==> src/rtl/cart_cfg.svh <==
`ifndef CART_CFG_SVH
`define CART_CFG_SVH

// --------------------
// bus widths
// --------------------
`define CART_ADDR_W    16        // cpu cartridge address
`define DL_ADDR_W      25        // download byte address
`define ROM_ADDR_W     23        // mapped rom byte address, 8 MB
`define CRAM_ADDR_W    17        // cartridge ram byte address, 128 KB
`define SECTOR_ADDR_W  8         // word index inside one 512 byte sector
`define LBA_W          32        // block port sector number

// --------------------
// cartridge header
// --------------------
// upper byte of this word holds the mapper type
`define HDR_MBC_OFS    'h146
// low byte rom size code, high byte ram size code
`define HDR_SIZE_OFS   'h148

// low nibble written to 0000-1FFF that opens the ram
`define RAM_KEY        4'hA

`endif

==> src/rtl/cart_pkg.sv <==
package cart_pkg;

	// --------------------
	// mapper kinds
	// --------------------
	// only the two banking schemes kept in this core
	typedef enum logic [1:0] {
		MBC_NONE = 2'd0,    // 32 KB flat rom, no banking
		MBC_1    = 2'd1,    // header types 1..3
		MBC_5    = 2'd2     // header types 25..30
	} mbc_kind_t;

	// --------------------
	// bank numbers
	// --------------------
	// mbc5 reaches 512 banks of 16 KB
	typedef logic [8:0] rom_bank_t;

	// up to 16 banks of 8 KB
	typedef logic [3:0] ram_bank_t;

	// --------------------
	// data
	// --------------------
	typedef logic [7:0] cart_byte_t;    // cpu side byte

	// download words and block buffer words share one shape
	// low byte is the even address
	typedef logic [15:0] dl_word_t;

endpackage

==> src/rtl/cart_header.sv <==
`include "cart_cfg.svh"

module cart_header (
	input  logic                    clk_sys,
	input  logic                    reset,
	input  logic                    dl_active,      // whole cartridge download
	input  logic                    dl_wr,          // one cycle word strobe
	input  logic [`DL_ADDR_W-1:0]   dl_addr,        // even byte address
	input  cart_pkg::dl_word_t      dl_data,
	output cart_pkg::mbc_kind_t     mbc_kind,
	output cart_pkg::rom_bank_t     rom_mask,
	output cart_pkg::ram_bank_t     ram_mask,
	output cart_pkg::cart_byte_t    ram_size_code,
	output logic                    save_capable
);
	import cart_pkg::*;

	cart_byte_t mbc_type;    // header byte 0x147
	cart_byte_t rom_size;    // header byte 0x148

	logic hdr_wr;
	assign hdr_wr = dl_active & dl_wr;

	// --------------------
	// latch header bytes as the rom streams past
	// --------------------
	always_ff @(posedge clk_sys) begin
		if (reset) begin
			mbc_type      <= '0;
			rom_size      <= '0;
			ram_size_code <= '0;
		end else if (hdr_wr) begin
			if (dl_addr == `DL_ADDR_W'(`HDR_MBC_OFS))
				mbc_type <= dl_data[15:8];    // odd byte of the word
			if (dl_addr == `DL_ADDR_W'(`HDR_SIZE_OFS)) begin
				rom_size      <= dl_data[7:0];
				ram_size_code <= dl_data[15:8];
			end
		end
	end

	// decode from the latched bytes
	always_comb begin
		if (mbc_type >= 8'd1 && mbc_type <= 8'd3)
			mbc_kind = MBC_1;
		else if (mbc_type >= 8'd25 && mbc_type <= 8'd30)
			mbc_kind = MBC_5;
		else
			mbc_kind = MBC_NONE;    // also reset value, header reads zero

		// code n means 2^(n+1) banks
		if (rom_size <= 8'd8)
			rom_mask = rom_bank_t'((10'd2 << rom_size[3:0]) - 10'd1);
		else
			rom_mask = 9'd127;      // odd sizes like 0x52..0x54 mirror in 128

		case (ram_size_code)
			8'd0, 8'd1, 8'd2: ram_mask = 4'd0;    // 8 KB or less, one bank
			8'd3:             ram_mask = 4'd3;    // 32 KB
			default:          ram_mask = 4'd15;   // 128 KB
		endcase
	end

	// battery types among the kept mappers
	assign save_capable = (mbc_type == 8'h03 || mbc_type == 8'h1B || mbc_type == 8'h1E)
		&& (ram_size_code != 8'd0);

endmodule

==> config.mk <==
export PLATFORM = sky130hd
export DESIGN_NAME = cart_header
export DESIGN_NICKNAME = d
export VERILOG_FILES = /design/src/rtl/cart_pkg.sv /design/src/rtl/cart_header.sv
export VERILOG_INCLUDE_DIRS = /design/src /design/src/rtl
export SDC_FILE = /design/constraint.sdc
export NUM_CORES = 1
export LEC_CHECK = 0
export BUFFER_PORTS_ARGS = -buffer_cell sky130_fd_sc_hd__buf_4
export CAP_MARGIN = 20
export CORE_MARGIN = 1
export CORE_UTILIZATION = 28
export DETAILED_ROUTE_END_ITERATION = 8
export PLACE_DENSITY = 0.63
export SLEW_MARGIN = 20
export SYNTH_ARGS = -nofsm -noshare
export SYNTH_HDL_FRONTEND = slang
export SYNTH_SLANG_ARGS = --single-unit
==> constraint.sdc <==
create_clock -name clk_sys -period 2.55 [get_ports clk_sys]
set_clock_uncertainty 0.2 [all_clocks]
set_input_delay 0.255 -clock clk_sys [delete_from_list [all_inputs] [get_ports clk_sys]]
set_output_delay 0.255 -clock clk_sys [all_outputs]
set_load 0.005 [all_outputs]
Word-level counts from Yosys, hierarchy flattened
Cells that the tools add are included.
{"block": "totals", "ff_bits": 24, "latch_bits": 0, "ramBits": 0, "romBits": 0, "in_bits": 45, "memories": 0}
{"block": "classes", "add_sub_neg": 1, "mul": 0, "div_mod_pow": 0, "order_cmp": 5, "n_eq_ne": 8, "n_shift": 1, "n_mux": 4, "n_bitwise": 1, "n_reduce_logical": 10}
{"operator": "$eq A25 B9 Y1 const B", "count": 2}
{"operator": "$eq A8 B2 Y1 const B", "count": 3}
{"operator": "$eq A8 B5 Y1 const B", "count": 2}
{"operator": "$mux W9", "count": 1}
{"operator": "$shl A2 B4 Y9 const A", "count": 1}
{"operator": "$sub A9 B1 Y9 const B", "count": 1}
{"operator": "$eq A8 B1 Y1 const B", "count": 1}
{"operator": "$ge A8 B1 Y1 const B", "count": 1}
{"operator": "$ge A8 B5 Y1 const B", "count": 1}
{"operator": "$le A8 B2 Y1 const B", "count": 1}
{"operator": "$le A8 B4 Y1 const B", "count": 1}
{"operator": "$le A8 B5 Y1 const B", "count": 1}
{"operator": "$logic_not A8 Y1", "count": 1}
{"operator": "$pmux W4 S2", "count": 1}
{"operator": "$reduce_bool A8 Y1", "count": 1}
{"operator": "$mux W2", "count": 2}
{"operator": "$reduce_and A2 Y1", "count": 2}
{"operator": "$logic_and A1 B1 Y1", "count": 3}
{"operator": "$reduce_or A3 Y1", "count": 1}
{"operator": "$logic_or A1 B1 Y1", "count": 2}
{"operator": "$and A1 B1 Y1", "count": 1}

Longest topological paths before layout
{"block": "depth", "word_depth": 4, "mapped_depth": 7}

Worst setup path after synthesis
OpenSTA, ideal clock, no wires.
{"block": "synth_timing", "path_kind": "reg-to-output", "from": "reg rom_size[2]", "to": "out rom_mask[7]", "arrival_time_ns": 1.606, "required_ns": 2.095, "slack_ns": 0.489, "path_stages_with_launch": 8, "path_buffers": 1, "path_cell_list": "dfxtp_1 clkbuf_1 nor3_1 nand2_1 ha_1 or3_1 a21oi_1 o21a_1"}
{"block": "synth_between", "elab_chain_cells": 3, "elab_cells_between_ends": 4}
{"item": "from (decl)", "line": "cart_header.sv:19", "rtl": "cart_byte_t rom_size;"}
{"item": "from (signal assigned)", "line": "cart_header.sv:36", "rtl": "rom_size <= dl_data[7:0];"}
{"item": "$shl A2 B4 Y9", "line": "cart_header.sv:53", "rtl": "rom_mask = rom_bank_t'((10'd2 << rom_size[3:0]) - 10'd1);"}
{"item": "$sub A9 B1 Y9", "line": "cart_header.sv:53"}
{"item": "$mux W9 (*)", "line": "cart_header.sv:52", "rtl": "if (rom_size <= 8'd8)"}
{"item": "to (decl)", "line": "cart_header.sv:11", "rtl": "output cart_pkg::rom_bank_t rom_mask,"}
Every way passes the cells marked *; elsewhere a longest branch is shown, timed or not.

Worst setup path in the final report
{"block": "layout_timing", "from": "reg rom_size[0]", "to": "out rom_mask[7]"}
The elaborated chain is that of the path after synthesis.

==> flow_summary_export.csv <==
group,metric,value,unit
logic_synthesis,syn_area,1390,um^2
layout,layout-drive-gt1-share,0.374,
layout,areaGrowthSynthToFinish,42.4,%
critical_path,crit_family,"simple AND/OR/NAND/NOR gates",
critical_path,crit_chain,"nor3_4 -> nand2_1 -> ha_1 -> or3_1 -> a21oi_1 -> o21a_1 -> buf_4",
routing,drt_iter0_markers,53,
power,swShare,0.194,
logic_synthesis,synth_warnings,0,
critical_path,critical_path_class,"reg2out",
clocking,cts_root_buf,"clkbuf_8",
critical_path,crit_arrival,1.97,ns
critical_path,crit_path_max_fanout,8,
sta,finalSetupViolations,0,
sta,max_freq,0.412,GHz
die,initial_utilization,0.293,
power,p_switching,0.153,mW
logic_synthesis,syn_avg_cell_area,8.29,um^2
sta,rsz0062_at_grt,"no",
clocking,clock_path_buffers,2,
die,die_w,72.5,um
clocking,cts_buffers,3,
placement,globalplace.congestion,0.802,
layout,finish.net_count,274,
routing,drt-wirelength-per-cell,13.7,um
power,pwr-share-comb,0.100,
clocking,clkTransAtPathRegs,0.09,ns
global_routing,overflow,0,
power,p_int,0.634,mW
routing,vias,1538,
clocking,cts.hold.buffers_added,0,
critical_path,max_stage_delay,0.41,ns
logic_synthesis,seq_area_frac_synth,0.345,
sta,maxSlewViolCount,0,
die,row_count,25,
global_routing,grt_pass1_wl,6760,um
critical_path,required,2.10,ns
critical_path,slowest_stage,"dfxtp_1",
logic_synthesis,synth_fp_nets,214,
logic_synthesis,ys.flop_type,"dfxtp_1",
power,pwr-share-clk,0.424,
clocking,clkSinkCount,24,
power,power.density,397,nW/um^2
layout,design_area,1980,um^2
sta,fin_crit,2.43,ns
job,cap_violations,0,
placement,dp_cells,290,
routing,final_antenna_net_count,0,
sta,period_share,0.952,
clocking,cts_tree,"yes",
power,seq_power_share,0.476,
power,power,0.787,mW
global_routing,antenna_found_initial,0,
sta,worst_pin_slew,0.589,ns
placement,hpwlAfterDp,2860,um
routing,drc_errors,0,
sta,hold_viol,0,
routing,first_pass_iters,4,
logic_synthesis,synth-edff-count,0,
logic_synthesis,ys_ff_latch,24,
die,design.die.area,5260,um^2
routing,viasPerCell,5.23,
clocking,h-tree-depth,1,
placement,io_buffers,67,
logic_synthesis,syn_inst,168,
routing,wl,4020,um
logic_synthesis,yosysUniqueCellTypes,35,
die,coreArea,4750,um^2
die,die_y,72.5,um
min_path,hp-class,"in2reg",
global_routing,grt_pass1_vias,1466,
critical_path,reg2reg_setup_slack,1.49,ns
sta,finalSetupTns,0,ns
global_routing,grt_usage,0.160,
power,power_leakage,0.822,nW
sta,slew_headroom,0.606,
layout,final_cells,294,
global_routing,grt_max_degree,25,
critical_path,crit_buf_inv,1,
logic_synthesis,synth-async-reset-ratio,0,
clocking,insertion_delay,0.27,ns
layout,diodes,0,
outcome,status,"completed",
placement,placed_cell_area,1900,um^2
power,max-vdd-ir-drop,0.297,mV
die,ios,69,
critical_path,cp-end-kind,"primary output",
critical_path,cp-start-kind,"flop",
layer usage:
layer  GRT usage  share of wire
met2       0.268           0.50
met4      0.0392         0.0027
met1       0.217           0.45
met5           0              0
met3      0.0236          0.052
worst register-to-register path: stages (launching register included):
cell,delay [ns]
dfxtp_1,0.52
o21ai_0,0.14
a21oi_1,0.14
Yosys cell counts (2+ instances only):
cell type / instances / share of area
buf_2: 2 / 0.0072
nor4_1: 2 / 0.0090
o21ai_0: 25 / 0.090
o211a_1: 2 / 0.014
a21oi_1: 25 / 0.090
and2_1: 2 / 0.0090
dfxtp_1: 24 / 0.35
nor2_1: 3 / 0.0081
buf_4: 4 / 0.022
nor4_2: 3 / 0.027
nand3_1: 5 / 0.018
nor3_1: 5 / 0.018
clkbuf_1: 6 / 0.016
buf_6: 5 / 0.040
and3_1: 3 / 0.013
o311ai_0: 2 / 0.013
nand2_1: 7 / 0.019
nand4_1: 25 / 0.11
nor4b_4: 2 / 0.034
sequential cells by signal (all words and copies together), names as in the netlist:
name / count
ram_size_code: 8
rom_size: 8
mbc_type: 8
repair_timing:
item                                    CTS  global route
resized for setup                         0             3
endpoints found under the setup margin    0             2
setup buffers                             0             0
power groups by stage:
stage,combinational (mW),sequential [mW],clock (mW)
after floorplan,0.0178,0.383,0
after global placement,0.0793,0.383,0
after detailed placement,0.0797,0.383,0
after CTS,0.0799,0.374,0.337
after global routing,0.0854,0.374,0.353
final,0.0789,0.374,0.334
placed cells by master, fill, tap and decap left out, types with 2 or more instances in the layout:
cell type   n
buf_4      72
o21ai_0    25
a21oi_1    25
nand4_1    25
dfxtp_1    24
nand2_1     7
nand3_1     5
nor3_1      4
and3_1      3
nor4_2      3
clkbuf_8    3
nor4_1      2
and2_1      2
o311ai_0    2
nor2_1      2
o211a_1     2
nor4b_4     2
metrics by stage:
stage               hold WS (ns)  setup slack (ns)   util
floorplan                  0.124             0.489      -
global placement           0.260             0.343  0.399
detailed placement         0.266             0.316  0.399
CTS                       0.0473           0.00966  0.414
global route              0.0542            0.0153  0.417
finish                    0.0485             0.121  0.417
layout make-up:
cell class / count / area, um^2
flip-flops and latches: 24 / 480
clock buffers: 3 / 41.3
fillers: 515 / 2770
multi-input cells: 126 / 803
repair buffers: 72 / 541
clock inverters: 1 / 30.0
well taps: 67 / 83.8
inverters: 1 / 3.75
cells by family after synthesis:
family,count (synthesis),synth area share
AO/OA/AOI/OAI,60,0.237
XOR/XNOR,1,0.00629
adder cells (fa/ha/maj),1,0.00898
buffers and inverters,18,0.0880
flip-flops,24,0.345
other,1,0.00269
AND/OR/NAND/NOR,63,0.312
worst paths after layout:
kind,start,endpoint,cells past startpoint
worst max-delay path,rom_size[0],rom_mask[7],7
worst min-delay path,dl_data[5],rom_size[5],3
worst max register to register,rom_size[2],rom_size[2],2
worst min register to register,mbc_type[7],mbc_type[7],2
(Power assumes the default switching activity.)
