File: config.mk
export PLATFORM = sky130hd
export DESIGN_NAME = mbc_regs
export DESIGN_NICKNAME = d
export VERILOG_FILES = /design/src/rtl/cart_pkg.sv /design/src/rtl/mbc_regs.sv
export VERILOG_INCLUDE_DIRS = /design/src /design/src/rtl
export SDC_FILE = /design/constraint.sdc
export NUM_CORES = 1
export LEC_CHECK = 0
export ABC_AREA = 1
export BUFFER_PORTS_ARGS = -buffer_cell sky130_fd_sc_hd__clkbuf_2
export CAP_MARGIN = 30
export CELL_PAD_IN_SITES_DETAIL_PLACEMENT = 1
export CELL_PAD_IN_SITES_GLOBAL_PLACEMENT = 2
export CORE_MARGIN = 3
export CORE_UTILIZATION = 15
export CTS_CLUSTER_DIAMETER = 50
export DETAILED_ROUTE_END_ITERATION = 16
export HOLD_SLACK_MARGIN = 0.15
export PLACE_DENSITY = 0.82
export SETUP_SLACK_MARGIN = 0.15
export SYNTH_ARGS = -nofsm -noshare
export SYNTH_HDL_FRONTEND = slang
export SYNTH_SLANG_ARGS = --single-unit
File: constraint.sdc
create_clock -name clk_sys -period 1.1 [get_ports clk_sys]
set_input_delay 0.055 -clock clk_sys [delete_from_list [all_inputs] [get_ports clk_sys]]
set_output_delay 0.055 -clock clk_sys [all_outputs]
set_load 0.03 [all_outputs]
File: src/rtl/cart_cfg.svh
`ifndef CART_CFG_SVH
`define CART_CFG_SVH

// --------------------
// bus widths
// --------------------
`define CART_ADDR_W    16        // cpu cartridge address
`define DL_ADDR_W      25        // download byte address
`define ROM_ADDR_W     23        // mapped rom byte address, 8 MB
`define CRAM_ADDR_W    17        // cartridge ram byte address, 128 KB
`define SECTOR_ADDR_W  8         // word index inside one 512 byte sector
`define LBA_W          32        // block port sector number

// --------------------
// cartridge header
// --------------------
// upper byte of this word holds the mapper type
`define HDR_MBC_OFS    'h146
// low byte rom size code, high byte ram size code
`define HDR_SIZE_OFS   'h148

// low nibble written to 0000-1FFF that opens the ram
`define RAM_KEY        4'hA

`endif

File: src/rtl/cart_pkg.sv
package cart_pkg;

	// --------------------
	// mapper kinds
	// --------------------
	// only the two banking schemes kept in this core
	typedef enum logic [1:0] {
		MBC_NONE = 2'd0,    // 32 KB flat rom, no banking
		MBC_1    = 2'd1,    // header types 1..3
		MBC_5    = 2'd2     // header types 25..30
	} mbc_kind_t;

	// --------------------
	// bank numbers
	// --------------------
	// mbc5 reaches 512 banks of 16 KB
	typedef logic [8:0] rom_bank_t;

	// up to 16 banks of 8 KB
	typedef logic [3:0] ram_bank_t;

	// --------------------
	// data
	// --------------------
	typedef logic [7:0] cart_byte_t;    // cpu side byte

	// download words and block buffer words share one shape
	// low byte is the even address
	typedef logic [15:0] dl_word_t;

endpackage

File: src/rtl/mbc_regs.sv
`include "cart_cfg.svh"

module mbc_regs (
	input  logic                     clk_sys,
	input  logic                     reset,
	input  logic [`CART_ADDR_W-1:0]  cart_addr,
	input  logic                     cart_rd,
	input  logic                     cart_wr,
	input  cart_pkg::cart_byte_t     cart_di,
	input  cart_pkg::mbc_kind_t      mbc_kind,
	input  cart_pkg::rom_bank_t      rom_mask,
	input  cart_pkg::ram_bank_t      ram_mask,
	input  cart_pkg::cart_byte_t     cram_q,      // one cycle after cram_addr
	output logic [`ROM_ADDR_W-1:0]   rom_addr,
	output cart_pkg::cart_byte_t     cart_do,
	output logic [`CRAM_ADDR_W-1:0]  cram_addr,
	output logic                     cram_wr
);
	import cart_pkg::*;

	rom_bank_t  rom_bank;      // as written by the cpu
	ram_bank_t  ram_bank;
	logic       mbc1_mode;     // 0 = 16/8 mode, 1 = 4/32 mode
	logic       ram_enable;
	logic       rd_ena;        // ram read seen while enabled
	logic       is_cram;       // A000-BFFF
	logic [6:0] mbc1_bank;
	rom_bank_t  mapped_bank;
	rom_bank_t  bank_sel;
	ram_bank_t  cram_bank;

	assign is_cram = (cart_addr[15:13] == 3'b101);

	// --------------------
	// register writes
	// --------------------
	always_ff @(posedge clk_sys) begin
		if (reset) begin
			rom_bank   <= 9'd1;
			ram_bank   <= '0;
			mbc1_mode  <= 1'b0;
			ram_enable <= 1'b0;
		end else if (cart_wr) begin
			case (cart_addr[15:13])
				3'b000: ram_enable <= (cart_di[3:0] == `RAM_KEY);
				3'b001: begin
					if (mbc_kind == MBC_5) begin
						if (cart_addr[12])
							rom_bank[8] <= cart_di[0];      // 3000-3FFF
						else
							rom_bank[7:0] <= cart_di;       // 2000-2FFF
					end else if (cart_di[6:0] == 7'd0) begin
						rom_bank <= 9'd1;                 // bank 0 reads as 1
					end else begin
						rom_bank <= {2'b00, cart_di[6:0]};
					end
				end
				3'b010: begin
					if (mbc_kind == MBC_5)
						ram_bank <= cart_di[3:0];
					else
						ram_bank <= {2'b00, cart_di[1:0]};
				end
				3'b011: begin
					if (mbc_kind == MBC_1)
						mbc1_mode <= cart_di[0];
				end
				default: ;    // ram and upper space hold no registers
			endcase
		end
	end

	// --------------------
	// rom mapping
	// --------------------
	always_comb begin
		// mode 0 drives the ram bank bits onto rom bank bits 6..5
		mbc1_bank = {mbc1_mode ? 2'b00 : ram_bank[1:0], rom_bank[4:0]} & rom_mask[6:0];
		case (mbc_kind)
			MBC_1:   mapped_bank = {2'b00, mbc1_bank};
			MBC_5:   mapped_bank = rom_bank & rom_mask;    // bank 0 allowed here
			default: mapped_bank = 9'd1;                   // flat 32 KB
		endcase
		bank_sel = (cart_addr[15:14] == 2'b01) ? mapped_bank : 9'd0;
	end

	assign rom_addr = {bank_sel, cart_addr[13:0]};    // bank * 16 KB + offset

	// --------------------
	// ram mapping
	// --------------------
	always_comb begin
		if (mbc_kind == MBC_1)    // banked only in mode 1
			cram_bank = {2'b00, (mbc1_mode ? ram_bank[1:0] : 2'b00) & ram_mask[1:0]};
		else
			cram_bank = ram_bank & ram_mask;
	end

	assign cram_addr = {cram_bank, cart_addr[12:0]};
	assign cram_wr   = cart_wr & is_cram & ram_enable;    // closed ram ignores writes

	// enable sampled with the strobe, data follows one cycle later
	always_ff @(posedge clk_sys) begin
		if (reset)
			rd_ena <= 1'b0;
		else
			rd_ena <= cart_rd & is_cram & ram_enable;
	end

	assign cart_do = rd_ena ? cram_q : 8'hFF;

endmodule

Word-level counts from Yosys, hierarchy flattened --
Index checks and enable logic that the tools add are counted.
Operators by class: equality and inequality tests 10, muxes and demuxes 11, bitwise logic cells 8, reduce and logical (&&, ||, !) cells 7
Operators with widths (number):
- $mux 9 | 2
- $pmux 9 s2 | 1
- $mux 8 | 2
- $and 9x9->9 | 1
- $reduce_and 3->1 | 3
- $mux 4 | 2
- $and 7x7->7 | 1
- $logic_not 7->1 | 1
- $mux 7 | 1
- $eq 3x2->1 const B | 2
- $and 1x1->1 | 4
- $and 4x4->4 | 1
- $eq 2x1->1 const B | 2
- $eq 4x4->1 const B | 1
- $mux 2 | 2
- $ne 2x2->1 const B | 2
- $reduce_and 2->1 | 2
- $eq 3x1->1 const B | 1
- $eq 3x3->1 const B | 1
- $logic_not 3->1 | 1
- $and 2x2->2 | 1
- $eq 2x2->1 const B | 1
- $mux 1 | 1
Storage, ports and cells: register bits after elaboration 16, output and inout port bits 49, input bits 51, word-level logic and storage cells 42

Logic depth before layout (Yosys ltp) --
Gate-level depths: netlist of run 1.
depth after elaboration 4, gate-level depth with buffers 10, depth with buffers taken out 8

Worst setup path after synthesis of run 1 --
No wires, ideal clock.
path type input to output, start point input port mbc_kind[0], end point output port rom_addr[21], cell stages on the path 3, arrival 1.114 ns, path buffers 0, setup slack -0.069 ns, required time 1.045 ns, cell sequence inv_1 > ha_1 > nor3_1
On the way: longest elaborated chain between the ends 3, elaborated cells on any way between the ends 4, classes of those cells 2 x eq/ne; 2 x mux
Ends and longest elaborated chain:
- start, declared | RTL line mbc_regs.sv:10 | input cart_pkg::mbc_kind_t mbc_kind,
- $eq 2x2->1 or $eq 2x1->1 (tied branches) | RTL line mbc_regs.sv:79 | case (mbc_kind)
- $pmux 9 s2 (*) | RTL line mbc_regs.sv:79
- $mux 9 (*) | RTL line mbc_regs.sv:84 | bank_sel = (cart_addr[15:14] == 2'b01) ? mapped_bank : 9'd0;
- end, declared | RTL line mbc_regs.sv:14 | output logic [`ROM_ADDR_W-1:0] rom_addr,
Every way passes the cells marked *; elsewhere a longest branch is shown, timed or not.

Worst setup path after layout of run 1 --
start point register mbc1_mode, end point output port rom_addr[20]
On the way: longest elaborated chain between the ends 4
Ends and longest elaborated chain:
- start, declared | RTL line mbc_regs.sv:23 | logic mbc1_mode;
- start signal, assigned | RTL line mbc_regs.sv:66 | mbc1_mode <= cart_di[0];
- $mux 2 | RTL line mbc_regs.sv:78 | mbc1_bank = {mbc1_mode ? 2'b00 : ram_bank[1:0], rom_bank[4:0]} & rom_mask[6:0];
- $and 7x7->7 | RTL line mbc_regs.sv:78
- $pmux 9 s2 | RTL line mbc_regs.sv:79
- $mux 9 | RTL line mbc_regs.sv:84
Every way passes these cells.

==> results of run 1 <==
[area by class of cell]
cell class              instances  area, µm²
fillers                       973       5570
repair buffers                107        956
multi-input cells             126        697
flip-flops and latches         16        333
inverters                      35        146
well taps                     102        128
clock buffers                   4       55.1
[cells by family after synthesis]
logic type	Yosys count
compound gates	13
simple gates	110
fa+ha+maj	3
buf+inv	66
flops	16
[per-stage QoR]
stage | area, µm² | instances | utilization, %
floorplan | 1280 | 208 | -
global placement | 1620 | 356 | 20.6
detailed placement | 1620 | 356 | 20.6
CTS | 2090 | 383 | 26.4
global route | 2310 | 390 | 29.3
finish | 2310 | 390 | 29.3
[state kept, by name (all words and copies together) (netlist names)]
signal,count
mbc1_mode,1
ram_enable,1
ram_bank,4
rom_bank,9
rd_ena,1
[repair_timing]
action,4_1_cts,5_1_grt
pin swaps,6,19
setup buffers,1,7
hold buffers,22,0
resized for setup,54,74
endpoints found under the hold margin,35,0
setup endpoints to repair,22,47
[critical path: cells and delay by family, from the launching register on]
family | cells | cell delay [ns]
buffers and inverters | 4 | 0.34
and+or+nand+nor | 4 | 0.24
DFF | 1 | 0.32
[layout by cell type, fill, tap and decap left out, types with 2 or more instances in the layout]
cell type / netlist / final
a21oi_1: 6 / 5
inv_1: 35 / 29
dfxtp_2: 0 / 7
nand3_1: 4 / 2
buf_8: 0 / 8
dlymetal6s4s_1: 0 / 14
nand2_1: 53 / 43
buf_2: 1 / 2
buf_4: 27 / 21
ha_4: 0 / 2
nand4_1: 5 / 5
nand2_4: 0 / 2
dlygate4sd3_1: 0 / 8
buf_12: 0 / 3
dfxtp_1: 16 / 8
o21ai_0: 5 / 4
nor2_4: 1 / 7
buf_6: 2 / 10
clkbuf_2: 0 / 37
nor2_1: 43 / 36
inv_2: 0 / 4
nand3_2: 0 / 2
o211ai_1: 2 / 2
nand2_2: 2 / 10
clkbuf_8: 0 / 8
[metal layers]
metal / wire [µm] / track usage [%]
met1: 1870 / 10.6
met5: 0 / 0
met4: 73 / 3.02
met2: 2630 / 18.8
met3: 254 / 1.95
[power groups by stage]
stage	Clock, µW	Combinational (µW)	Sequential, µW
after CTS	556	526	606
after global routing	583	632	609
after floorplan	0	328	617
after detailed placement	0	340	620
after global placement	0	329	620
final	537	585	607
[path summary, 6_finish.rpt]
check,start,end,depth (start not counted),slack (ns)
setup reg to reg,ram_enable,rd_ena,4,0.28
hold reg to reg,mbc1_mode,mbc1_mode,2,0.49
hold / removal,reset,rom_bank[2],4,0.16
setup / recovery,mbc1_mode,rom_addr[20],8,-0.11
==> results.cfg, run 1 <==
[worst_hold_path]
hp-class = input pin to register

[power]
p_int_uw = 1160
switching_share_pct = 32.7
combPwrFrac_pct = 33.8
leakage_uw = 0.00125
irDropWorstVdd_mv = 0.390
p_per_area_mw_per_mm2 = 747
power.total_uw = 1730
p_switching_uw = 566
p_seq_share_pct = 35.1
p_clk_share_pct = 31.1

[clocking]
cts_tree = done
cts_root_buffer = clkbuf_8
clk_pin_slew_ns = 0.07
cts_htree_levels = 1
cts.path.max_buffers = 2
clock_latency_ns = 0.25
clock-sinks = 16
cts_buffers = 3

[status]
run_status = finished with violations
violations = setup timing

[synthesis]
synth_xor_xnor_area_share_pct = 0
synth_top_family_by_area = simple AND/OR/NAND/NOR gates
yosys-top-cells-count = nand2_1, nor2_1, inv_1
synth_nets = 262
synthMuxAreaShare_pct = 0
synth_area_leaders = dfxtp_1, buf_4, nand2_1, nor2_1, inv_1
ys_seq_elements = 16
synth.avg_cell_area_um2 = 5.96
synth_compound_area_share_pct = 5.66
synthArstFlopShare_pct = 0
synth_cell_type_count = 17
ys_seq_area_share_pct = 25.9
postSynthCellCount = 208
synth-edff-count = 0
synth_area_leader_cell = dfxtp_1
synth_simple_gate_area_share_pct = 36.0
synth_top_area_share_pct = 25.9
synth_most_common_cell = nand2_1
yosys_warnings = 0
netlist_area_mm2 = 0.00124
synthAdderAreaFrac_pct = 3.03
ys.flop_type = dfxtp_1

[floorplanning]
dieWidth_um = 96.9
initial_utilization_pct = 15.7
fp.dieH_um = 96.9
io_pins = 100
row_count = 32
core_mm2 = 0.00789
die_area_mm2 = 0.00938

[critical_path]
cpMostUsedCell = nand2_1
worstPathRequired_ns = 1.04
crit_fanout = 3
slowest_stage = dfxtp_2
startpoint_type = register
cp_cell_sequence = inv_1 > nand2_1 > inv_2 > nand2_1 > nand2_1 > nand4_1 > inv_1 > buf_8
crit_type = register to primary output
critPathMaxStageDelay_ns = 0.32
crit_arrival_ns = 1.16
endpoint_kind = primary output

[timing]
skew_ns = 0.0000545
rsz0062_at_grt = true
setup_slack_ns = -0.110
period_needed_ns = 1.21
drv_slew = 0
hold_slack_ns = 0.164
worst_pin_slew_ns = 0.616
slew_headroom_pct = 59.1
min_period_over_period_pct = 110
fin_setup_tns_ns = -0.256
fmax_mhz = 826
setup_viol = 4
hold_viol = 0

[flow_run]
drv_cap = 0

[placed_design]
place.gp.congestion = 0.708
dp_slack_ns = -0.149
hpwl_mm = 3.61
port_buffers = 63

[global_route]
grt_usage_pct = 9.80
grt_max_degree = 15
grt_pass1_vias = 1643
antenna_found_initial = 0
grt_first_pass_wirelength_mm = 7.66
globalRouteOverflowTotal = 0

[routing]
routed_wl_mm = 4.83
drc_errors = 0
ant_nets = 0
drt_iter0_drc = 57
wl_per_cell_um = 12.4
drt-vias-per-instance = 3.89
first_pass_iters = 4
vias = 1519

[cells_and_area]
n_antenna_cell = 0
num-nets-final = 343
syn2layout_area_growth_pct = 86.9
drive_gt1_share_pct = 45.8
No activity file was read; power rests on OpenSTA's default activity.
==> run 2: changes to the inputs <==
Settings changed: CORE_MARGIN 3 to unset.
==> run 2 against run 1 <==
The run still ends with setup timing left. Design area grew 5.4%. Combinational power is 4.3% higher. Hold slack got worse by 0.0089 ns. Count of clock-buffer cells in the layout stayed put. Critical path type unchanged. Highest routed layer unchanged.
==> results.cfg, run 2 (synthesis gave the netlist of run 1 again) <==
[status]
run_status = finished with violations
violations = setup timing

[critical_path]
crit_fanout = 3
endpoint_kind = primary output
crit_buf_inv = 4
r2r-end = mbc1_mode
cp_cell_sequence = inv_2 > nand2_2 > inv_4 > nand2_1 > nand2_1 > nand4_1 > inv_2 > buf_8
regToRegSetupSlack_ns = 0.35
r2r_start = mbc1_mode
cpLargestDelayFamily = flip-flops
crit_type = register to primary output
crit_arrival_ns = 1.18
critPathMaxStageDelay_ns = 0.33
r2r_cells = 3
slowest_stage = dfxtp_2
worstPathRequired_ns = 1.04
startpoint_type = register

[routing]
first_pass_iters = 6
routed_wl_mm = 4.82
wl_per_cell_um = 12.3
ant_nets = 0
vias = 1511
drt-vias-per-instance = 3.85
drt_iter0_drc = 38
drc_errors = 0

[global_route]
grt_max_degree = 15
antenna_found_initial = 0
grt_usage_pct = 11.0
grt_pass1_vias = 1562
globalRouteOverflowTotal = 0
grt_first_pass_wirelength_mm = 7.39

[cells_and_area]
final_core_util_pct = 31.1
instances_no_fill = 392
fillers = 947
final_common_cell = clkbuf_2
num-nets-final = 345
syn2layout_area_growth_pct = 97.0
n_antenna_cell = 0
largest-register = rom_bank
largest_reg_flops = 9
drive_gt1_share_pct = 50.3
reg.largest.list = rom_bank (9), ram_bank (4)
mostFrequentLayoutCells = clkbuf_2, nor2_1, nand2_1

[timing]
drv_slew = 0
period_needed_ns = 1.24
skew_ns = 0.0000883
fmax_mhz = 808
hold_viol = 0
rsz0062_at_grt = true
worst_pin_slew_ns = 0.603
min_period_over_period_pct = 112
setup_slack_ns = -0.137
slew_headroom_pct = 60.0
setup_viol = 9

[worst_hold_path]
min_path_cells = 5
hp-class = input pin to register
hp-start = cart_di[3]
min_to = rom_bank[3]

[placed_design]
port_buffers = 63
hpwl_mm = 3.46
placedCellCount = 358
place.gp.congestion = 0.738
dp_slack_ns = -0.135

[clocking]
cts.path.max_buffers = 2
clock_latency_ns = 0.25
clock-sinks = 16
cts_htree_levels = 1
cts_buffers = 3
cts_tree = done
cts_root_buffer = clkbuf_8
clk_pin_slew_ns = 0.07

[floorplanning]
row_count = 32
die_area_mm2 = 0.00863
fp.dieH_um = 92.9
core_mm2 = 0.00785
io_pins = 100
dieWidth_um = 92.9
initial_utilization_pct = 15.8

[flow_run]
drv_cap = 0

[power]
power.total_uw = 1770
irDropWorstVdd_mv = 0.358
leakage_uw = 0.00132
p_per_area_mw_per_mm2 = 726
run 2: cell types whose count changed in the layout (fill, tap and decap cells not counted), sizes merged:
cell | before | now
dlygate4sd3 | 8 | 10
buf | 44 | 43
dlymetal6s4s | 14 | 12
clkbuf | 45 | 48
run 2: routing by layer:
metal | part of all wire [%] | track usage [%] | wire (µm)
met3 | 5.3 | 1.64 | 254
met2 | 53 | 21.0 | 2530
met5 | 0 | 0 | 0
met1 | 42 | 12.6 | 2010
met4 | 0.44 | 2.44 | 21
run 2: power breakdown:
group	internal [µW]	switching, µW
Combinational	260	350
Sequential	596	12.2
Clock	318	236
Total	1170	598
run 2: how the worst max path moves through the flow:
stage | to | startpoint | slack (ns) | depth (start not counted)
5_1_grt | rom_addr[20] | mbc1_mode | -0.24 | 8
4_1_cts | rom_addr[19] | mbc1_mode | -0.14 | 8
3_5_place_dp | rom_addr[18] | mbc_kind[0] | -0.13 | 9
2_1_floorplan | rom_addr[22] | mbc_kind[0] | 0.008 | 5
3_3_place_gp | rom_addr[14] | mbc_kind[0] | -0.14 | 7
6_report | rom_addr[20] | mbc1_mode | -0.14 | 8
run 2: repair_timing:
item | in CTS | in global routing
gates cloned | 0 | 1
hold endpoints to repair | 34 | 0
setup endpoints to repair | 22 | 53
resized for setup | 75 | 71
hold buffers | 22 | 0
buffers inserted | 3 | 4
pin swaps | 23 | 27
run 2: final cells by class:
type	instances	area (µm²)	share of cell area (%)
repair buffers	109	1000	41.2
clock buffers	4	55.1	2.26
flip-flops and latches	16	333	13.6
well taps	102	128	5.23
inverters	35	149	6.10
multi-input cells	126	771	31.6
run 2: worst reg2reg max path, stage by stage, from the launching register on:
cell and delay (ns):
dfxtp_2 0.33, buf_4 0.13, a21oi_1 0.11, nor2_1 0.07
run 2: per-stage QoR:
stage / cell area, µm² / TNS [ns] / hold slack (ns)
finish: 2440 / -0.546 / 0.155
detailed placement: 1640 / -1.27 / 0.110
CTS: 2210 / -0.720 / 0.153
global placement: 1640 / -1.10 / 0.110
floorplan: 1280 / 0 / 0.147
global route: 2440 / -1.09 / 0.167
