===== config.mk =====
export PLATFORM = sky130hd
export DESIGN_NAME = backup_sequencer
export DESIGN_NICKNAME = d
export VERILOG_FILES = /design/src/rtl/cart_pkg.sv /design/src/rtl/backup_sequencer.sv
export VERILOG_INCLUDE_DIRS = /design/src /design/src/rtl
export SDC_FILE = /design/constraint.sdc
export NUM_CORES = 1
export LEC_CHECK = 0
export ABC_CLOCK_PERIOD_IN_PS = 3100
export BUFFER_PORTS_ARGS = -buffer_cell sky130_fd_sc_hd__buf_2
export CAP_MARGIN = 20
export CORE_MARGIN = 8
export CORE_UTILIZATION = 50
export CTS_CLUSTER_SIZE = 14
export DETAILED_ROUTE_END_ITERATION = 6
export MAX_ROUTING_LAYER = met4
export PLACE_DENSITY = 0.74
export SLEW_MARGIN = 20
export SYNTH_ARGS = -nofsm -noshare
export SYNTH_HDL_FRONTEND = slang
export SYNTH_SLANG_ARGS = --single-unit

===== constraint.sdc =====
create_clock -name clk_sys -period 3.1 [get_ports clk_sys]
set_clock_uncertainty 0.15 [all_clocks]
set_input_delay 0.31 -clock clk_sys [delete_from_list [all_inputs] [get_ports clk_sys]]
set_output_delay 0.31 -clock clk_sys [all_outputs]
set_load 0.05 [all_outputs]

===== src/rtl/cart_cfg.svh =====
`ifndef CART_CFG_SVH
`define CART_CFG_SVH

// --------------------
// bus widths
// --------------------
`define CART_ADDR_W    16        // cpu cartridge address
`define DL_ADDR_W      25        // download byte address
`define ROM_ADDR_W     23        // mapped rom byte address, 8 MB
`define CRAM_ADDR_W    17        // cartridge ram byte address, 128 KB
`define SECTOR_ADDR_W  8         // word index inside one 512 byte sector
`define LBA_W          32        // block port sector number

// --------------------
// cartridge header
// --------------------
// upper byte of this word holds the mapper type
`define HDR_MBC_OFS    'h146
// low byte rom size code, high byte ram size code
`define HDR_SIZE_OFS   'h148

// low nibble written to 0000-1FFF that opens the ram
`define RAM_KEY        4'hA

`endif


===== src/rtl/cart_pkg.sv =====
package cart_pkg;

	// --------------------
	// mapper kinds
	// --------------------
	// only the two banking schemes kept in this core
	typedef enum logic [1:0] {
		MBC_NONE = 2'd0,    // 32 KB flat rom, no banking
		MBC_1    = 2'd1,    // header types 1..3
		MBC_5    = 2'd2     // header types 25..30
	} mbc_kind_t;

	// --------------------
	// bank numbers
	// --------------------
	// mbc5 reaches 512 banks of 16 KB
	typedef logic [8:0] rom_bank_t;

	// up to 16 banks of 8 KB
	typedef logic [3:0] ram_bank_t;

	// --------------------
	// data
	// --------------------
	typedef logic [7:0] cart_byte_t;    // cpu side byte

	// download words and block buffer words share one shape
	// low byte is the even address
	typedef logic [15:0] dl_word_t;

endpackage


===== src/rtl/backup_sequencer.sv =====
`include "cart_cfg.svh"

module backup_sequencer (
	input  logic                  clk_sys,
	input  logic                  reset,
	input  logic                  dl_active,
	input  logic                  img_mounted,    // save image mount pulse
	input  logic                  img_readonly,
	input  logic                  bk_load,
	input  logic                  bk_save,
	input  logic                  save_capable,
	input  cart_pkg::cart_byte_t  ram_size_code,
	input  logic                  sd_ack,
	output logic                  sd_rd,
	output logic                  sd_wr,
	output logic [`LBA_W-1:0]     sd_lba,
	output logic                  bk_busy
);
	import cart_pkg::*;

	typedef enum logic [1:0] {
		BK_IDLE,    // waiting for a trigger
		BK_REQ,     // request up, waiting for ack to rise
		BK_XFER     // host moving the sector
	} bk_state_t;

	bk_state_t  state;
	logic       loading;     // direction of the running job
	logic       bk_ena;      // writable image mounted with this rom
	logic       old_dl;
	logic       old_load;
	logic       old_save;
	logic       old_ack;
	logic       load_rise;
	logic       save_rise;
	cart_byte_t last_lba;

	assign load_rise = bk_load & ~old_load;
	assign save_rise = bk_save & ~old_save;

	// sectors of 512 bytes per ram size
	always_comb begin
		case (ram_size_code)
			8'd0, 8'd1: last_lba = 8'd3;     // 2 KB still saves 2 KB
			8'd2:       last_lba = 8'd15;    // 8 KB
			8'd3:       last_lba = 8'd63;    // 32 KB
			default:    last_lba = 8'd255;   // 128 KB
		endcase
	end

	// --------------------
	// enable and edges
	// --------------------
	always_ff @(posedge clk_sys) begin
		if (reset) begin
			bk_ena   <= 1'b0;
			old_dl   <= 1'b0;
			old_load <= 1'b0;
			old_save <= 1'b0;
			old_ack  <= 1'b0;
		end else begin
			old_dl   <= dl_active;
			old_load <= bk_load;
			old_save <= bk_save;
			old_ack  <= sd_ack;
			if (dl_active & ~old_dl)
				bk_ena <= 1'b0;    // new rom forgets the old image
			if (dl_active && img_mounted && !img_readonly)
				bk_ena <= 1'b1;
		end
	end

	// --------------------
	// sector loop
	// --------------------
	always_ff @(posedge clk_sys) begin
		if (reset) begin
			state   <= BK_IDLE;
			loading <= 1'b0;
			sd_rd   <= 1'b0;
			sd_wr   <= 1'b0;
			sd_lba  <= '0;
		end else begin
			case (state)
				BK_IDLE: begin
					if (bk_ena && save_capable && (load_rise || save_rise)) begin
						state   <= BK_REQ;
						loading <= load_rise;    // load wins if both rise
						sd_lba  <= '0;
						sd_rd   <= load_rise;
						sd_wr   <= ~load_rise;
					end
				end
				BK_REQ: begin
					if (sd_ack & ~old_ack) begin    // host took the request
						sd_rd <= 1'b0;
						sd_wr <= 1'b0;
						state <= BK_XFER;
					end
				end
				BK_XFER: begin
					if (~sd_ack & old_ack) begin
						if (sd_lba[7:0] == last_lba) begin
							state <= BK_IDLE;
						end else begin
							sd_lba <= sd_lba + 1'b1;
							sd_rd  <= loading;
							sd_wr  <= ~loading;
							state  <= BK_REQ;
						end
					end
				end
				default: state <= BK_IDLE;
			endcase
		end
	end

	assign bk_busy = (state != BK_IDLE);

endmodule


---- Word-level counts from Yosys, hierarchy flattened ----
Index checks and enable logic that the tools add are counted.
cells by class
  $add $sub $neg .......................... 1
  multiplexer cells ....................... 21
  reductions and logical operators ........ 17
  eq/ne operators ......................... 10
  bitwise operators ....................... 12
operators by type and width
  kind                                                 count
  two-way mux 32 bit                                   3
  case mux 32 bit (2 select lines)                     1
  adder 32 x 1 -> 32 bit, second input constant        1
  case mux 8 bit (3 select lines)                      1
  equality test 8 x 2 -> 1 bit, second input constant  2
  two-way mux 1 bit                                    10
  equality test 8 x 1 -> 1 bit, second input constant  1
  equality test 8 bit                                  1
  logical NOT 8 bit                                    1
  != test 2 bit, second input constant                 4
  NOT 1 bit                                            7
  two-way mux 2 bit                                    3
  case mux 1 bit (3 select lines)                      2
  case mux 2 bit (3 select lines)                      1
  nonzero test 2 bit                                   3
  AND 1 bit                                            5
  AND reduction 5 bit                                  1
  logical AND 1 bit                                    4
  AND reduction 4 bit                                  1
  AND reduction 3 bit                                  1
  nonzero test 3 bit                                   1
  equality test 2 x 1 -> 1 bit, second input constant  1
  equality test 2 bit, second input constant           1
  logical NOT 2 bit                                    1
  other kinds (4)                                      4
word-level totals
  logic and storage cells ................. 71
  input bits .............................. 17
  register bits ........................... 42

---- Depth between registers and ports, before layout ----
Gate-level depths: netlist of the first run.
  depth after elaboration ................. 7
  mapped depth ............................ 10

---- Least setup slack after synthesis of the first run ----
Ideal clock, no wire load.
  path type ............................... register to register
  from .................................... reg sd_lba[13]
  to ...................................... reg sd_lba[31]
  path slack .............................. 504 ps
  arrival ................................. 2,386 ps
  stages on the path, launching flop included .. 7
  path through ............................ dfxtp_1 nand4_2 nor4_4 o2111ai_4 or4_1 or4_1 nand2_1
between the ends
  longest elaborated chain between the ends .. 4
RTL lines
  element                           line                     text
  from (decl)                       backup_sequencer.sv:16   output logic [`LBA_W-1:0] sd_lba,
  from (signal assigned)            backup_sequencer.sv:106  sd_lba <= sd_lba + 1'b1;
  adder 32 x 1 -> 32 bit            backup_sequencer.sv:106
  two-way mux 32 bit                backup_sequencer.sv:103  if (sd_lba[7:0] == last_lba) begin
  two-way mux 32 bit                backup_sequencer.sv:102  if (~sd_ack & old_ack) begin
  case mux 32 bit (2 select lines)  backup_sequencer.sv:84   case (state)
No other way between the ends. The select of a mux whose other input is x is not followed.
A chain may end at the register's enable or synchronous reset.

---- Worst setup path in the final report of the first run ----
  from .................................... reg state[0]
  to ...................................... reg sd_lba[22]
between the ends
  longest elaborated chain between the ends .. 3
  elaborated cells between the ends (all ways) .. 8
  those cells by class .................... eq/ne (4); mux (1); reduce/logical (3)
RTL lines
  element                                                        line                    text
  from (decl)                                                    backup_sequencer.sv:27  bk_state_t state;
  from (signal assigned)                                         backup_sequencer.sv:78  state <= BK_IDLE;
  from (signal assigned)                                         backup_sequencer.sv:87  state <= BK_REQ;
  from (signal assigned)                                         backup_sequencer.sv:98  state <= BK_XFER;
  equality test 2 bit or logical NOT 2 bit (tied branches)       backup_sequencer.sv:84
  != test 2 bit (no line) or nonzero test 2 bit (tied branches)  --
  AND reduction 4 bit (no line)                                  --
Parallel ways exist; a longest one is shown, timed or not.

==> metrics.log, run 1 <==
[metrics] slack of the worst reg-to-reg path: ~0.45 ns
[metrics] clock sink count: 42
[metrics] Global Route Usage Sum: between 10% and 20%
[metrics] height of the chip: roughly 85 um
[metrics] count of filler cells inserted in the layout: 424
[metrics] post-synthesis cell area: around 2400 um2
[metrics] setup total negative slack: 0 ns
[metrics] clock tree buffer depth: 2
[metrics] count of pins over their slew limit: 0
[metrics] worst-case headroom to the max-slew limit: between 40% and 50%
[metrics] master cell of the clock root buffer: clkbuf_8
[metrics] crit-path cells: inv_1, ha_1, inv_1, nor2_1, o21ai_1, or3_4, or4_1, a21oi_1
[metrics] Setup WS post-layout: between 0.4 and 0.5 ns
[metrics] layout cells sized above 1: roughly 22%
[metrics] detailed router's first-iteration violation count: about 160
[metrics] slew of the pin with the lowest slew margin: approximately 0.76 ns
[metrics] path class of the lowest-slack min-delay path: primary input to flop
[metrics] final core area utilization: between 60% and 70%
[metrics] prevailing post-synth register cell: dfxtp_1
[metrics] Die X-Extent: around 85 um
[metrics] startpoint types: flop
[metrics] clock slew at reported path FFs: roughly 0.08 ns
[metrics] Initial Utilization: approximately 51%
[metrics] Rows: 25
[metrics] overall die area: 7260 um2
[metrics] max capacitance violation total: 0
[metrics] number of detailed-routing iterations run before antenna repair: 5
[metrics] unrepaired setup endpoints after global routing: false
[metrics] area of the core: about 4700 um2
[metrics] Critical Path AT: between 2 and 3 ns
[metrics] routability congestion estimate: between 0.8 and 0.9
[metrics] proportion of register bits with asynchronous set or reset after synthesis: 0%
[metrics] endpoint of the most critical register-to-register path: sd_lba[22]
[metrics] Leak: 1.13 nW
[metrics] Gate power share: 24.1%
[metrics] per-cell via count in the routed design: about 5.9
[metrics] total number of yosys warnings: 0
[metrics] Syn Inst Count: ~300
[metrics] Antenna Diode Count: 0
[metrics] number of failing hold endpoints at the final stage: 0
[metrics] Max Clk Rate: 0.377 GHz
[metrics] endpoint of the worst hold path: old_save
[metrics] I/O pin total: 52
[metrics] via count: about 2,400
[metrics] minimum clock period: around 2.7 ns
[metrics] type of destination of the critical path: flop
[metrics] CTS H-tree lvls: 2
[metrics] flip-flop and latch count after synthesis: 42
[metrics] Worst R2R Path Depth: 8
[metrics] number of buffers created by CTS: 5
[metrics] sequential cell area fraction in the yosys report: 35.1%
[metrics] internal portion of total power: 842 uW
[metrics] wire length of the first global-routing pass: 10,300 um
[metrics] Clock Power Share: 29.5%
[metrics] kind of critical path: flop to flop
[metrics] highest ir drop seen on vdd: about 0.24 mV
[metrics] remaining global-route overflow: 0
[metrics] number of hold buffers added after CTS: 0
[metrics] initial antenna violation count: 0
[metrics] DRC viols: 0
[metrics] final total power: 1.25 mW
[metrics] worst hold path stage count: 2
[metrics] total setup violations reported at the end of the flow: 0
[metrics] register area: 841 um2
[metrics] switching power share of the total: 32.8%
[metrics] total number of nets in the final design: approximately 370
[metrics] WL/cell: around 15 um
[metrics] number of port buffers: ~50
[metrics] Area Overhead vs Synth: 17.7%
[metrics] crit-path max FO: 8
[metrics] cell with the biggest individual delay on the critical path: or3_4
[metrics] CTS-repair resized insts: 0
[metrics] startpoint of the lowest-slack hold path: bk_save
[metrics] number of distinct library cells after synthesis: 43
[metrics] run status: completed
[metrics] worst reg2reg startpoint: state[0]
[metrics] total area of multi-input combinational cells: 1450 um2
[metrics] latest clock arrival within the worst-skew pair: 0.30 ns
[metrics] part of the cycle the worst path needs: 85.6%
[metrics] number of flops mapped to enable cells by yosys: 0
[metrics] CTS tree: done
[metrics] synthesized net count: around 320
[metrics] post-detailed-route count of antenna-violating nets: 0
[metrics] part of the power in registers: approximately 46%
[metrics] Placement Setup Slack: roughly 0.48 ns
[metrics] number of global-route vias before repair: between 2,000 and 2,500
[metrics] post-CTS setup buffers: 0
[metrics] delay of the slowest critical-path stage: 0.46 ns
[metrics] total power density per cell area: between 400 and 500 nW/um2
[metrics] wire length after detailed routing: 5990 um
[metrics] most used cell along the critical path: inv_1
[metrics] Post-Syn Area per Cell: approximately 8.0 um2
[metrics] maximum number of pins on one net before global-route repair: 24
[metrics] required time of the critical path: between 3 and 4 ns
[metrics] final hold slack: 0.0876 ns
[metrics] sum of net half-perimeters after detailed placement: roughly 4400 um
[metrics] total net switching power: roughly 400 uW
critical path: cells and delay by family (launching register included):
family          cells  cell delay, ns
compound gates      2            0.36
fa+ha+maj           1            0.30
simple gates        3            1.15
buf+inv             2            0.25
flops               1            0.36
placed cells by master, fill, tap and decap left out, drive strengths merged, types with 2 or more instances in the layout:
cell type / n
a21oi: 22
a31oi: 5
and2: 3
and3: 3
buf: 59
clkbuf: 7
dfxtp: 42
ha: 6
inv: 14
mux2i: 9
nand2: 32
nand2b: 6
nand3: 18
nand3b: 3
nand4: 11
nor2: 18
nor2b: 6
nor3: 12
nor4: 7
o211ai: 4
o21a: 2
o21ai: 19
o31ai: 8
or3: 11
or4: 11
per-layer routing:
| metal | GRT usage [%] | share of wire (%) |
|---|---|---|
| met1 | 20.2 | 46 |
| met2 | 27.8 | 47 |
| met3 | 5.02 | 5.5 |
| met4 | 8.74 | 2.3 |
| met5 | - | 0 |
power groups by stage:
stage	registers (mW)	logic [mW]	clock network (mW)
finish	0.581	0.302	0.370
CTS	0.581	0.304	0.381
floorplan	0.632	0.179	0
global placement	0.592	0.298	0
detailed placement	0.594	0.302	0
global route	0.586	0.328	0.409
Yosys cell counts, drive strengths merged (2+ instances only):
cell	number	area share [%]
nor2b	6	1.6
nor3	12	2.5
o21ai	19	4.0
nand2b	6	1.6
o21a	2	0.63
or3	11	3.1
clkbuf	8	1.3
mux2i	9	3.8
or4	11	3.5
and3	3	0.78
a31oi	5	1.3
a21oi	22	4.6
ha	6	3.1
nor4	7	3.1
nand2	32	5.0
dfxtp	42	35
inv	14	2.2
nor2	18	2.8
o31ai	8	2.5
nand4	11	3.7
buf	5	1.0
and2	3	0.78
o211ai	4	1.3
nand3b	3	0.94
nand3	18	4.0
cell type report:
class / count / share of cell area (%)
multi-input cells: 229 / 51.5
well taps: 54 / 2.40
flip-flops and latches: 42 / 29.8
inverters: 14 / 1.87
clock buffers: 7 / 3.06
repair buffers: 59 / 11.2
clock inverters: 1 / 0.178
how the worst max path moves through the flow:
stage | startpoint | endpoint | slack [ns] | depth (start not counted)
after global routing | state[0] | sd_lba[22] | 0.26 | 8
after floorplan | sd_lba[13] | sd_lba[31] | 0.50 | 6
after CTS | state[0] | sd_lba[22] | 0.46 | 8
final | state[0] | sd_lba[22] | 0.45 | 8
after detailed placement | state[0] | sd_lba[22] | 0.48 | 8
after global placement | state[0] | sd_lba[22] | 0.59 | 8
state kept, by name, summed over array words and instances, names as in the netlist:
name and flops:
old_load 1, old_save 1, loading 1, state 2, sd_lba 32, sd_wr 1
bk_ena 1, sd_rd 1, old_dl 1, old_ack 1
per-stage QoR:
step	instance area, um2	cells
final	2820	406
after global routing	2820	406
after CTS	2820	406
after detailed placement	2730	398
after global placement	2730	398
after floorplan	2390	298
cells by family (layout without fill, tap and decap cells):
kind of cell / count (synthesis) / in the layout / share of synthesized area [%]
AO/OA/AOI/OAI: 68 / 68 / 18.0
adder cells (fa/ha/maj): 6 / 6 / 3.14
buffers and inverters: 27 / 81 / 4.50
flip-flops: 42 / 42 / 35.1
multiplexers: 10 / 10 / 4.23
AND/OR/NAND/NOR: 145 / 145 / 35.0
Note: power is estimated with default switching activity, not from simulation.
==> run 2: changes to the inputs <==
--- a/config.mk
+++ b/config.mk
@@ -9,10 +9,10 @@
 export ABC_CLOCK_PERIOD_IN_PS = 3100
 export BUFFER_PORTS_ARGS = -buffer_cell sky130_fd_sc_hd__buf_2
 export CAP_MARGIN = 20
-export CORE_MARGIN = 8
 export CORE_UTILIZATION = 50
 export CTS_CLUSTER_SIZE = 14
 export DETAILED_ROUTE_END_ITERATION = 6
+export GPL_ROUTABILITY_DRIVEN = 0
 export MAX_ROUTING_LAYER = met4
 export PLACE_DENSITY = 0.74
 export SLEW_MARGIN = 20
==> run 2 against run 1 <==
Against the previous run: the run now ends with design-rule violations left; largest cell class unchanged; cell count fell by 1.2%; sequential cell count unchanged; worst setup slack improved by 0.053 ns.
==> metrics.log, run 2 (synthesis results as in run 1) <==
[metrics] WL/cell: between 10 and 15 um
[metrics] Largest register FFs: 32
[metrics] number of hold buffers added after CTS: 0
[metrics] Antenna Diode Count: 0
[metrics] number of detailed-routing iterations run before antenna repair: 6
[metrics] per-cell via count in the routed design: 5.92
[metrics] wire length after detailed routing: about 5500 um
[metrics] type of destination of the critical path: flop
[metrics] CTS H-tree lvls: 2
[metrics] run status: complete, but fails checks
[metrics] startpoint types: flop
[metrics] via count: 2,373
[metrics] detailed router's first-iteration violation count: 143
[metrics] count of placed standard cells in the final layout, fillers left out: 401
[metrics] overall die area: approximately 5100 um2
[metrics] path class of the lowest-slack min-delay path: primary input to flop
[metrics] Leak: approximately 1.1 nW
[metrics] final total power: between 1 and 1.5 mW
[metrics] wire length of the first global-routing pass: 9050 um
[metrics] max capacitance violation total: 0
[metrics] number of cells in the design after placement: approximately 390
[metrics] highest ir drop seen on vdd: approximately 0.40 mV
[metrics] maximum number of pins on one net before global-route repair: 24
[metrics] clock tree buffer depth: 2
[metrics] total setup violations reported at the end of the flow: 0
[metrics] number of global-route vias before repair: around 2,000
[metrics] Initial Utilization: approximately 53%
[metrics] worst-case headroom to the max-slew limit: 50.8%
[metrics] CTS tree: done
[metrics] number of port buffers: between 50 and 60
[metrics] final hold slack: 0.0966 ns
[metrics] Max Clk Rate: 0.384 GHz
[metrics] Setup WS post-layout: approximately 0.5 ns
[metrics] Rows: 24
[metrics] I/O pin total: 52
[metrics] part of the cycle the worst path needs: between 80 and 90%
[metrics] Area Overhead vs Synth: 16.5%
[metrics] post-detailed-route count of antenna-violating nets: 0
[metrics] DRC viols: 2
[metrics] height of the chip: a little over 70 um
[metrics] Critical Path AT: between 2 and 3 ns
[metrics] Placement Setup Slack: 0.541 ns
[metrics] clock sink count: 42
[metrics] kind of critical path: flop to flop
[metrics] post-CTS setup buffers: 0
[metrics] crit-path max FO: 8
[metrics] latest clock arrival within the worst-skew pair: between 0.2 and 0.3 ns
[metrics] number of failing hold endpoints at the final stage: 0
[metrics] violations in the final reports: design-rule violations
[metrics] most common cell after layout, fill and taps aside: buf_2
[metrics] total number of nets in the final design: around 370
[metrics] area of the core: between 4000 and 5000 um2
[metrics] master cell of the clock root buffer: clkbuf_8
[metrics] Global Route Usage Sum: between 20% and 30%
[metrics] layout cells sized above 1: between 20% and 30%
[metrics] minimum clock period: about 2.6 ns
[metrics] slew of the pin with the lowest slew margin: about 0.74 ns
[metrics] setup total negative slack: 0 ns
[metrics] required time of the critical path: between 3 and 4 ns
[metrics] remaining global-route overflow: 0
[metrics] largest reg by FF count: sd_lba
[metrics] number of buffers created by CTS: 5
[metrics] clock slew at reported path FFs: ~0.08 ns
[metrics] unrepaired setup endpoints after global routing: false
[metrics] commonest cells after routing, fill and taps aside: 51 x buf_2, 42 x dfxtp_1, 32 x nand2_1
[metrics] CTS-repair resized insts: 0
[metrics] Die X-Extent: just over 70 um
[metrics] biggest registers after layout: sd_lba: 32 flops, state: 2 flops
[metrics] initial antenna violation count: 0
[metrics] sum of net half-perimeters after detailed placement: approximately 4100 um
[metrics] total power density per cell area: between 400 and 500 nW/um2
[metrics] count of pins over their slew limit: 0
## run 2: cell count changes in the layout (fill, tap and decap cells not counted)
cell / before / now
buf_4: 8 / 6
clkbuf_8: 6 / 5
clkbuf_1: 1 / 0
clkinv_2: 1 / 2
## run 2: per-stage QoR
step,utilization [%],cell area [um2]
2_1_floorplan,-,2390
3_5_place_dp,60.5,2710
6_report,62.3,2790
4_1_cts,62.3,2790
3_3_place_gp,60.5,2710
5_1_grt,62.3,2790
## run 2: final timing paths
kind                                 start         end  slack [ns]  cells after the start
worst min-delay path               bk_save    old_save         0.1                      2
worst min register to register  sd_lba[26]  sd_lba[26]        0.33                      2
worst max register to register    state[0]  sd_lba[22]        0.50                      8
worst max-delay path              state[0]  sd_lba[22]        0.50                      8
## run 2: final cells by class
| class | instances | area [um2] |
|---|---|---|
| Clock buffer | 5 | 68.8 |
| Clock inverter | 2 | 10.0 |
| Fill cell | 405 | 1690 |
| Inverter | 14 | 52.6 |
| Multi-Input combinational cell | 229 | 1450 |
| Sequential cell | 42 | 841 |
| Tap cell | 52 | 65.1 |
| Timing Repair Buffer | 57 | 300 |
## run 2: worst max-delay path, stage by stage (launching register included)
cell	delay (ns)
dfxtp_1	0.36
inv_1	0.09
ha_1	0.30
inv_1	0.16
nor2_1	0.27
o21ai_1	0.21
or3_4	0.45
or4_1	0.40
a21oi_1	0.14
## run 2: routing by layer
metal | vias to the layer above | part of all wire [%] | wire (um) | track usage (%)
met5 | - | 0 | 0 | -
met4 | 0 | 0.74 | 41 | 6.22
met3 | 4 | 4.7 | 258 | 3.99
met2 | 58 | 47 | 2570 | 36.4
met1 | 1113 | 48 | 2640 | 30.5
li1 | 1198 | - | - | -
## run 2: report_power, final
part	internal, mW	total [mW]	leakage (nW)	switching, mW
sequential	0.563	0.580	0.340	0.0177
combinational	0.0905	0.289	0.736	0.198
clock	0.151	0.338	0.0438	0.187
total	0.805	1.21	1.12	0.403
